[src/verilog/l2_smi_macros.svh]
/*
 * Line geometry, address split and default queue depth for the
 * L2 system memory interface
 */

`ifndef L2_SMI_MACROS_SVH
`define L2_SMI_MACROS_SVH

// 32-bit words per cache line
`define L2_LINE_WORDS 8

// a line address is the tag sitting above the set index
`define L2_SET_INDEX_WIDTH 8
`define L2_TAG_WIDTH 18

// byte offset bits below a line address on the memory bus
// (lines are spaced 64 bytes apart in system memory)
`define L2_LINE_OFFSET_WIDTH 6

// default number of entries in each request queue
`define L2_QUEUE_DEPTH 4

`endif

[src/verilog/l2_smi_pkg.sv]
/*
 * Width typedefs, queue entry widths, operation encoding and
 * burst engine states for the L2 system memory interface
 */

`default_nettype none

`include "l2_smi_macros.svh"

package l2_smi_pkg;

	typedef logic [31:0] word_t;
	typedef logic [`L2_LINE_WORDS * 32 - 1:0] line_t;
	typedef logic [`L2_TAG_WIDTH + `L2_SET_INDEX_WIDTH - 1:0] line_addr_t;
	typedef logic [31:0] mem_addr_t;
	typedef logic [`L2_TAG_WIDTH - 1:0] tag_t;
	typedef logic [1:0] way_t;
	typedef logic [3:0] req_id_t;
	typedef logic [$clog2(`L2_LINE_WORDS) - 1:0] burst_idx_t;

	typedef enum logic [1:0]
	{
		OP_LOAD,
		OP_STORE,
		OP_FLUSH
	} l2_op_t;

	typedef enum logic [2:0]
	{
		IDLE,
		WRITE_SETUP,
		WRITE_BURST,
		READ_SETUP,
		READ_BURST,
		ISSUE
	} smi_state_t;

	// writeback entry is the victim address above the victim line
	localparam int WB_ENTRY_WIDTH = $bits(line_addr_t) + $bits(line_t);

	// load entry is duplicate flag, fill way, requester and line address
	localparam int LOAD_ENTRY_WIDTH = 1 + $bits(way_t) + $bits(req_id_t) + $bits(line_addr_t);

endpackage

`default_nettype wire

[src/verilog/l2_queue_if.sv]
/*
 * Request queue handshake between the miss classifier, a FIFO
 * and the burst engine
 */

`timescale 1ns/1ps
`default_nettype none

interface l2_queue_if #(parameter int WIDTH = 1);

	// enqueue side
	logic enqueue;
	logic [WIDTH-1:0] enq_data;
	logic can_enqueue;

	// dequeue side, deq_data always shows the oldest entry
	logic can_dequeue;
	logic [WIDTH-1:0] deq_data;
	logic dequeue;

	modport producer
	(
		output enqueue,
		output enq_data,
		input can_enqueue
	);

	modport buffer
	(
		input enqueue,
		input enq_data,
		output can_enqueue,
		output can_dequeue,
		output deq_data,
		input dequeue
	);

	modport consumer
	(
		input can_dequeue,
		input deq_data,
		output dequeue
	);

endinterface

`default_nettype wire

[src/verilog/l2_miss_classifier.sv]
/*
 * Miss classifier: decides writeback and line fill for each read
 * stage request, packs the queue entries and stalls the pipeline
 */

`timescale 1ns/1ps
`default_nettype none

`include "l2_smi_macros.svh"

module l2_miss_classifier
(
	input logic clk,
	input logic reset_i,
	input logic rd_valid_i,
	input l2_smi_pkg::l2_op_t rd_op_i,
	input l2_smi_pkg::req_id_t rd_id_i,
	input l2_smi_pkg::line_addr_t rd_address_i,
	input logic rd_cache_hit_i,
	input logic rd_has_sm_data_i,
	input logic rd_line_is_dirty_i,
	input l2_smi_pkg::tag_t rd_replace_tag_i,
	input l2_smi_pkg::way_t rd_replace_way_i,
	input l2_smi_pkg::line_t rd_victim_data_i,
	input logic duplicate_request_i,
	output logic stall_pipeline_o,
	l2_queue_if.producer wb_q,
	l2_queue_if.producer load_q
);
	import l2_smi_pkg::*;

	logic need_writeback;
	logic need_load;
	line_addr_t writeback_address;

	// a dirty victim goes out on a flush, or when memory data is about to replace it
	assign need_writeback = rd_valid_i && rd_line_is_dirty_i
		&& (rd_op_i == OP_FLUSH || rd_has_sm_data_i);

	// a miss without memory data has to fetch the line
	assign need_load = rd_valid_i && !rd_cache_hit_i && !rd_has_sm_data_i;

	// victim lives in the same set, only the tag differs
	assign writeback_address = {rd_replace_tag_i, rd_address_i[`L2_SET_INDEX_WIDTH - 1:0]};

	// either queue being full blocks both, so a writeback never enters without its load
	assign stall_pipeline_o = (need_writeback && !wb_q.can_enqueue)
		|| (need_load && !load_q.can_enqueue);

	assign wb_q.enqueue = need_writeback && !stall_pipeline_o;
	assign wb_q.enq_data = {writeback_address, rd_victim_data_i};

	assign load_q.enqueue = need_load && !stall_pipeline_o;
	assign load_q.enq_data = {duplicate_request_i, rd_replace_way_i, rd_id_i, rd_address_i};

	// the pipeline re-offers a stalled request, so nothing of it may be queued yet
	stall_blocks_enqueue: assert property (
		@(posedge clk) disable iff (reset_i)
		stall_pipeline_o |-> !wb_q.enqueue && !load_q.enqueue
	);

	// a stalled request comes back unchanged in the next cycle
	stalled_request_held: assert property (
		@(posedge clk) disable iff (reset_i)
		stall_pipeline_o |=> rd_valid_i && $stable(rd_id_i) && $stable(rd_address_i)
	);

endmodule

`default_nettype wire

[src/verilog/l2_request_fifo.sv]
/*
 * Synchronous FIFO for the request queues, circular buffer with
 * occupancy count, head entry shown on the dequeue side
 */

`timescale 1ns/1ps
`default_nettype none

`include "l2_smi_macros.svh"

module l2_request_fifo
#(
	parameter int WIDTH = 1,
	parameter int DEPTH = `L2_QUEUE_DEPTH
)
(
	input logic clk,
	input logic reset_i,
	l2_queue_if.buffer q
);
	localparam int PTR_WIDTH = (DEPTH > 1) ? $clog2(DEPTH) : 1;
	localparam int COUNT_WIDTH = $clog2(DEPTH + 1);

	logic [WIDTH-1:0] entries [DEPTH];
	logic [PTR_WIDTH-1:0] rd_ptr_q;
	logic [PTR_WIDTH-1:0] wr_ptr_q;
	logic [COUNT_WIDTH-1:0] count_q;

	// pointers wrap explicitly so DEPTH need not be a power of two
	function automatic logic [PTR_WIDTH-1:0] next_ptr(input logic [PTR_WIDTH-1:0] ptr);
		if (ptr == PTR_WIDTH'(DEPTH - 1))
			return '0;
		return ptr + 1'b1;
	endfunction

	assign q.can_enqueue = count_q != COUNT_WIDTH'(DEPTH);
	assign q.can_dequeue = count_q != '0;
	assign q.deq_data = entries[rd_ptr_q];

	always_ff @(posedge clk)
	begin
		if (q.enqueue)
			entries[wr_ptr_q] <= q.enq_data;
	end

	always_ff @(posedge clk)
	begin
		if (reset_i)
		begin
			rd_ptr_q <= '0;
			wr_ptr_q <= '0;
			count_q <= '0;
		end
		else
		begin
			if (q.enqueue)
				wr_ptr_q <= next_ptr(wr_ptr_q);
			if (q.dequeue)
				rd_ptr_q <= next_ptr(rd_ptr_q);

			// simultaneous push and pop leaves the occupancy unchanged
			if (q.enqueue && !q.dequeue)
				count_q <= count_q + 1'b1;
			else if (q.dequeue && !q.enqueue)
				count_q <= count_q - 1'b1;
		end
	end

	// the producer has to honour can_enqueue
	no_enqueue_when_full: assert property (
		@(posedge clk) disable iff (reset_i)
		q.enqueue |-> count_q != COUNT_WIDTH'(DEPTH)
	);

	// the consumer has to honour can_dequeue
	no_dequeue_when_empty: assert property (
		@(posedge clk) disable iff (reset_i)
		q.dequeue |-> count_q != '0
	);

endmodule

`default_nettype wire

[src/verilog/l2_smi_burst_engine.sv]
/*
 * Burst engine: drains writebacks before loads, moves one word per
 * memory acknowledge and returns filled lines to the pipeline
 */

`timescale 1ns/1ps
`default_nettype none

`include "l2_smi_macros.svh"

module l2_smi_burst_engine
(
	input logic clk,
	input logic reset_i,
	input logic mem_ack_i,
	input l2_smi_pkg::word_t mem_rdata_i,
	output logic mem_request_o,
	output logic mem_write_o,
	output l2_smi_pkg::mem_addr_t mem_addr_o,
	output l2_smi_pkg::word_t mem_wdata_o,
	output logic fill_valid_o,
	output l2_smi_pkg::req_id_t fill_id_o,
	output l2_smi_pkg::line_addr_t fill_address_o,
	output l2_smi_pkg::way_t fill_way_o,
	output logic fill_duplicate_o,
	output l2_smi_pkg::line_t fill_data_o,
	l2_queue_if.consumer wb_q,
	l2_queue_if.consumer load_q
);
	import l2_smi_pkg::*;

	localparam burst_idx_t LAST_WORD = burst_idx_t'(`L2_LINE_WORDS - 1);

	smi_state_t state_q;
	smi_state_t state_d;
	burst_idx_t burst_idx_q;
	burst_idx_t burst_idx_d;
	line_t line_buf_q;

	line_addr_t wb_address;
	line_t wb_data;
	line_addr_t burst_address;
	logic last_ack;

	// queue heads unpacked in the order the classifier packed them
	assign {wb_address, wb_data} = wb_q.deq_data;
	assign {fill_duplicate_o, fill_way_o, fill_id_o, fill_address_o} = load_q.deq_data;

	assign last_ack = mem_ack_i && burst_idx_q == LAST_WORD;

	always_comb
	begin
		state_d = state_q;
		burst_idx_d = burst_idx_q;

		case (state_q)
			IDLE:
			begin
				// writebacks first, otherwise a fill could read memory before the
				// dirty copy of that line has landed
				if (wb_q.can_dequeue)
					state_d = WRITE_SETUP;
				else if (load_q.can_dequeue)
					state_d = fill_duplicate_o ? ISSUE : READ_SETUP;
			end

			WRITE_SETUP:
			begin
				burst_idx_d = '0;
				state_d = WRITE_BURST;
			end

			WRITE_BURST:
			begin
				if (mem_ack_i)
					burst_idx_d = burst_idx_q + 1'b1;
				if (last_ack)
					state_d = IDLE;
			end

			READ_SETUP:
			begin
				burst_idx_d = '0;
				state_d = READ_BURST;
			end

			READ_BURST:
			begin
				if (mem_ack_i)
					burst_idx_d = burst_idx_q + 1'b1;
				if (last_ack)
					state_d = ISSUE;
			end

			// one cycle of fill_valid_o, then the load entry is gone
			ISSUE:
				state_d = IDLE;

			default:
				state_d = IDLE;
		endcase
	end

	always_ff @(posedge clk)
	begin
		if (reset_i)
		begin
			state_q <= IDLE;
			burst_idx_q <= '0;
		end
		else
		begin
			state_q <= state_d;
			burst_idx_q <= burst_idx_d;
		end
	end

	// read words land in the line buffer at their burst position
	always_ff @(posedge clk)
	begin
		if (state_q == READ_BURST && mem_ack_i)
			line_buf_q[burst_idx_q * $bits(word_t) +: $bits(word_t)] <= mem_rdata_i;
	end

	assign mem_request_o = state_q == WRITE_BURST || state_q == READ_BURST;
	assign mem_write_o = state_q == WRITE_BURST;

	assign burst_address = mem_write_o ? wb_address : fill_address_o;
	assign mem_addr_o = {burst_address, {`L2_LINE_OFFSET_WIDTH{1'b0}}}
		+ mem_addr_t'({burst_idx_q, 2'b00});
	assign mem_wdata_o = wb_data[burst_idx_q * $bits(word_t) +: $bits(word_t)];

	assign wb_q.dequeue = state_q == WRITE_BURST && last_ack;
	assign load_q.dequeue = state_q == ISSUE;

	assign fill_valid_o = state_q == ISSUE;
	assign fill_data_o = line_buf_q;

	// the bus holds a waiting request and its address until memory answers
	request_held_stable: assert property (
		@(posedge clk) disable iff (reset_i)
		mem_request_o && !mem_ack_i |=> mem_request_o && $stable(mem_addr_o)
			&& $stable(mem_write_o)
	);

	fill_valid_one_cycle: assert property (
		@(posedge clk) disable iff (reset_i)
		fill_valid_o |=> !fill_valid_o
	);

endmodule

`default_nettype wire

[src/verilog/l2_cache_smi.sv]
/*
 * L2 system memory interface top: miss classifier, writeback and
 * load queues and the burst engine
 */

`timescale 1ns/1ps
`default_nettype none

module l2_cache_smi
(
	input logic clk,
	input logic reset_i,
	input logic rd_valid_i,
	input l2_smi_pkg::l2_op_t rd_op_i,
	input l2_smi_pkg::req_id_t rd_id_i,
	input l2_smi_pkg::line_addr_t rd_address_i,
	input logic rd_cache_hit_i,
	input logic rd_has_sm_data_i,
	input logic rd_line_is_dirty_i,
	input l2_smi_pkg::tag_t rd_replace_tag_i,
	input l2_smi_pkg::way_t rd_replace_way_i,
	input l2_smi_pkg::line_t rd_victim_data_i,
	input logic duplicate_request_i,
	output logic stall_pipeline_o,
	input logic mem_ack_i,
	input l2_smi_pkg::word_t mem_rdata_i,
	output logic mem_request_o,
	output logic mem_write_o,
	output l2_smi_pkg::mem_addr_t mem_addr_o,
	output l2_smi_pkg::word_t mem_wdata_o,
	output logic fill_valid_o,
	output l2_smi_pkg::req_id_t fill_id_o,
	output l2_smi_pkg::line_addr_t fill_address_o,
	output l2_smi_pkg::way_t fill_way_o,
	output logic fill_duplicate_o,
	output l2_smi_pkg::line_t fill_data_o
);
	import l2_smi_pkg::*;

	l2_queue_if #(.WIDTH(WB_ENTRY_WIDTH)) wb_q ();
	l2_queue_if #(.WIDTH(LOAD_ENTRY_WIDTH)) load_q ();

	l2_miss_classifier u_classifier (.clk, .reset_i, .rd_valid_i, .rd_op_i, .rd_id_i,
		.rd_address_i, .rd_cache_hit_i, .rd_has_sm_data_i, .rd_line_is_dirty_i,
		.rd_replace_tag_i, .rd_replace_way_i, .rd_victim_data_i, .duplicate_request_i,
		.stall_pipeline_o, .wb_q(wb_q.producer), .load_q(load_q.producer));

	l2_request_fifo #(.WIDTH(WB_ENTRY_WIDTH)) u_wb_fifo (
		.clk,
		.reset_i,
		.q(wb_q.buffer)
	);

	l2_request_fifo #(.WIDTH(LOAD_ENTRY_WIDTH)) u_load_fifo (
		.clk,
		.reset_i,
		.q(load_q.buffer)
	);

	l2_smi_burst_engine u_burst_engine (.clk, .reset_i, .mem_ack_i, .mem_rdata_i,
		.mem_request_o, .mem_write_o, .mem_addr_o, .mem_wdata_o, .fill_valid_o,
		.fill_id_o, .fill_address_o, .fill_way_o, .fill_duplicate_o, .fill_data_o,
		.wb_q(wb_q.consumer), .load_q(load_q.consumer));

endmodule

`default_nettype wire

[config.mk]
export PLATFORM = sky130hd
export DESIGN_NAME = l2_cache_smi
export DESIGN_NICKNAME = d
export VERILOG_FILES = /design/src/verilog/l2_smi_pkg.sv /design/src/verilog/l2_queue_if.sv /design/src/verilog/l2_miss_classifier.sv /design/src/verilog/l2_request_fifo.sv /design/src/verilog/l2_smi_burst_engine.sv /design/src/verilog/l2_cache_smi.sv
export VERILOG_INCLUDE_DIRS = /design/src /design/src/verilog
export SDC_FILE = /design/constraint.sdc
export NUM_CORES = 1
export LEC_CHECK = 0
export BUFFER_PORTS_ARGS = -buffer_cell sky130_fd_sc_hd__clkbuf_2
export CAP_MARGIN = 15
export CORE_ASPECT_RATIO = 0.7
export CORE_MARGIN = 1.5
export CORE_UTILIZATION = 47
export CTS_BUF_LIST = sky130_fd_sc_hd__clkbuf_4
export DETAILED_ROUTE_END_ITERATION = 10
export PLACE_DENSITY = 0.77
export SYNTH_ARGS = -nofsm -noshare
export SYNTH_HDL_FRONTEND = slang
export SYNTH_HIERARCHICAL = 1
export SYNTH_SLANG_ARGS = --single-unit
[constraint.sdc]
create_clock -name clk -period 9.55 [get_ports clk]
set_input_delay 0.955 -clock clk [delete_from_list [all_inputs] [get_ports clk]]
set_output_delay 0.955 -clock clk [all_outputs]
set_load 0.05 [all_outputs]
==> metrics.md <==
| Metric | Value |
|---|---|
| Status | finished, final reports clean |
| Post-route ant nets | 0 |
| CTS Buf Count | 372 |
| Final Cycle Share | 63.5% |
| Synthesized area per cell | 20.7 sq um |
| H-tree depth | 5 |
| Crit Reg-Reg Startpoint | u_burst_engine/burst_idx_q[1]$_SDFFE_PP0P_ |
| Sequential area share after synthesis | ~75% |
| Top cells by area, synth | edfxtp_1 (74%), mux4_2 (14%), buf_4 (4.4%) |
| DRC violations left | 0 |
| Peak supply drop | 0.172 mV |
| Post-route core utilization | a little under three fifths |
| DRT Pass-1 Iters | 5 |
| Crit start category | flop |
| Setup Buffers After CTS | 0 |
| Fin Clk Skew | 0.0889 ns |
| Sw Pwr | 3.35 mW |
| Worst hold endpoint | u_wb_fifo/wr_ptr_q[0]$_SDFFE_PP0P_ |
| Worst-Margin Slew | around 1.2 ns |
| Synth unique cells | 53 |
| Relative max-transition margin | 17.0% |
| Count leader, synth | edfxtp_1 |
| CTS tree | built |
| Fraction of layout cells with a size suffix above 1 | ~41% |
| CP peak stage delay | 0.78 ns |
| Logic pwr share | 8.8% |
| Sequential share of power | 53.8% |
| Count of input and output buffers | roughly 700 |
| Grt ovf | 0 |
| Final worst path period need | 6.06 ns |
| Synth top cells by count | edfxtp_1 (1516), mux4_2 (376), buf_4 (358) |
| FP Rows | 110 |
| Layout area overhead | 16.8% |
| Post-Syn Area | 61500 sq um |
| Starting DRT DRC Count | a little under 3000 |
| Initial antenna violation count | 32 |
| Root Driver | clkbuf_4 |
| Worst R2R End | u_burst_engine/fill_data_o[15]$_DFFE_PP_ |
| P_int | between 10 and 15 mW |
| Vias in the first global route | 33300 |
| Maximum buffer depth of the clock tree | 4 |
| Power per standard cell area | between 150 and 200 nW/um^2 |
| First-pass GRT wire length | 209000 um |
| Hold path start | rd_line_is_dirty_i |
| Hold Path Depth | 6 |
| Worst-path clk slew | 0.06 ns |
| LEAKAGE | 25.0 nW |
| GPL Wtd Cong | between 0.8 and 0.9 |
| Clk Latency, worst-skew pair | 1.27 ns |
| Clock sink total | between 1500 and 2000 |
| Vias per Instance | between 5 and 6 |
| # resized after CTS | 0 |
| CORE AREA | ~130000 sq um |
| Setup Crit Path Kind | reg -> out |
| Worst R2R Setup Slack | 5.74 ns |
| Hold Vio Cnt, Final | 0 |
| Worst Setup End Kind | primary output |
| Yosys reg bits | 1540 |
| Max FO, Critical Path | 38 |
| R2R depth | 8 |
| Synth top area share | ~74% |
| Setup_tns | 0 ns |
| Post-cts hold buffer count | 341 |
| Die height | 306 um |
| Vias | 31700 |
| Clock network fraction of design power | 37.4% |
| Critical Path AT | 5.11 ns |
| Share of synthesized registers carrying an async set or reset | 0% |
| Crit-path slowest cell | dfxtp_4 |
| Leading area contributor after synthesis | edfxtp_1 |
| Final Max Slew Viols | 0 |
| Synth warnings | 6 |
| Total Wirelength | 141000 um |
| DP HPWL | approximately 85000 um |
| Die area | 133000 sq um |
| Boundary Pins | 705 |
| Fraction of power spent switching nets | 23.8% |
| Critical Path RT | about 8.6 ns |
| Top FF cell, synth | edfxtp_1 |
| Crit-path cells | buf_4 -> buf_4 -> mux4_2 -> mux4_2 -> nand2_1 -> nand2_1 -> clkbuf_2 |
| Post-Synthesis Cells | 2967 |
| Pin count of the biggest net entering global routing | roughly 130 |
| Starting Density | 47.6% |
| Nets | 4305 |
| Power consumption | 14.1 mW |
| Max-cap violations | 0 |
| Die width | 435 um |
| Min-delay worst type | in -> reg |
| Wire length per cell | around 24 um |
| Max Freq | 165 MHz |
| GRT Overall Usage | 21.1% |
| Final setup violating endpoints | 0 |
| Post-synth EDFFs | 1516 |
| RSZ-0062 raised after global routing | false |
==> metrics by stage <==
| step | instance area [sq um] | setup slack, ns | cells | hold WS (ns) |
|---|---|---|---|---|
| after detailed placement | 63900 | 4.58 | 4959 | 0.491 |
| after global routing | 71900 | 3.00 | 5939 | 0.250 |
| after floorplan | 61500 | 0.938 | 2969 | 0.460 |
| after global placement | 63900 | 4.57 | 4959 | 0.481 |
| after CTS | 71800 | 3.12 | 5922 | 0.121 |
| final | 71900 | 3.49 | 5943 | 0.328 |
==> registers in the layout, indices dropped and copies added (netlist names), 3 cells and up, named ones only <==
| register | count |
|---|---|
| u_burst_engine/fill_data_o | 256 |
| u_wb_fifo/count_q | 3 |
| u_burst_engine/state_q | 3 |
| u_load_fifo/count_q | 3 |
| u_wb_fifo/entries | 1128 |
| u_burst_engine/burst_idx_q | 3 |
| u_load_fifo/entries | 132 |
==> per-layer routing <==
layer | wire [um] | global-route usage (%) | up-vias | part of all wire (%)
li1 | - | - | 13600 | -
met1 | 53400 | 26.8 | 16100 | 38
met2 | 72100 | 35.2 | 1668 | 51
met3 | 11100 | 4.98 | 304 | 7.9
met4 | 4160 | 8.41 | 16 | 3.0
met5 | 99 | 0 | - | 0.070
==> worst max-delay path by stage <==
stage | start | endpoint | slack (ns) | cells after the start
after floorplan | rd_op_i[1] | u_wb_fifo/entries[0][0]$_DFFE_PP_ | 0.94 | 4
after global placement | flop | mem_wdata_o[30] | 4.57 | 7
after detailed placement | flop | mem_wdata_o[30] | 4.58 | 7
after CTS | flop | mem_wdata_o[30] | 3.12 | 7
after global routing | flop | mem_wdata_o[30] | 3.00 | 7
final | flop | mem_wdata_o[30] | 3.49 | 7
==> placed cells by master (no fill, tap or decap), types with 4 or more instances in the layout <==
| cell | synthesis | routed |
|---|---|---|
| mux2i_1 | 6 | 6 |
| ha_1 | 17 | 17 |
| and2_4 | 0 | 4 |
| o21ai_0 | 5 | 5 |
| and2_2 | 0 | 4 |
| clkbuf_4 | 0 | 534 |
| clkinv_1 | 1 | 63 |
| mux4_2 | 376 | 376 |
| inv_1 | 13 | 13 |
| nor2_1 | 156 | 149 |
| nor2_4 | 0 | 6 |
| nand2b_1 | 6 | 5 |
| dfxtp_1 | 24 | 18 |
| edfxtp_1 | 1516 | 1516 |
| a21oi_1 | 9 | 9 |
| dlygate4sd3_1 | 0 | 341 |
| inv_2 | 0 | 4 |
| nand2_1 | 133 | 133 |
| bufinv_16 | 0 | 7 |
| dfxtp_4 | 0 | 5 |
| nor3b_1 | 7 | 6 |
| or3_1 | 4 | 4 |
| mux2_2 | 26 | 26 |
| clkinv_2 | 0 | 13 |
| diode_2 | 0 | 21 |
| clkbuf_2 | 3 | 701 |
| buf_4 | 358 | 29 |
| and2_1 | 137 | 129 |
| buf_12 | 34 | 6 |
| xor2_1 | 4 | 4 |
==> power by group through the flow <==
| stage | logic (mW) | registers, mW | clock network, mW |
|---|---|---|---|
| 2_1_floorplan | 0.848 | 7.75 | 0 |
| 3_3_place_gp | 1.09 | 7.72 | 0 |
| 3_5_place_dp | 1.11 | 7.73 | 0 |
| 4_1_cts | 1.24 | 7.58 | 5.40 |
| 5_1_grt | 1.31 | 7.59 | 5.73 |
| 6_report | 1.23 | 7.58 | 5.26 |
==> area by class of cell <==
class | instances | area, sq um
diodes | 21 | 52.6
clock buffers | 534 | 4010
clock inverters | 88 | 541
fillers | 9454 | 57400
inverters | 14 | 52.6
multi-input cells | 933 | 11800
flip-flops and latches | 1540 | 46000
well taps | 1736 | 2170
repair buffers | 1077 | 7260
==> worst max-delay path, delay by kind of cell (launching register included) <==
family / cells / cell delay, ns
buf+inv: 3 / 1.64
flops: 1 / 0.78
mux: 2 / 1.11
simple gates: 2 / 0.28
==> logic make-up (layout without fill, tap and decap cells) <==
kind of cell / Yosys count / in the layout / synth area share (%)
flip-flops: 1540 / 1540 / 74.8
buffers and inverters: 496 / 1713 / 6.26
AND/OR/NAND/NOR: 468 / 468 / 3.68
multiplexers: 411 / 411 / 14.5
AO/OA/AOI/OAI: 27 / 27 / 0.301
adder cells (fa/ha/maj): 19 / 19 / 0.411
XOR/XNOR: 5 / 5 / 0.0712
other: 1 / 24 / 0.00610
Note: power is estimated with default switching activity, not from simulation.
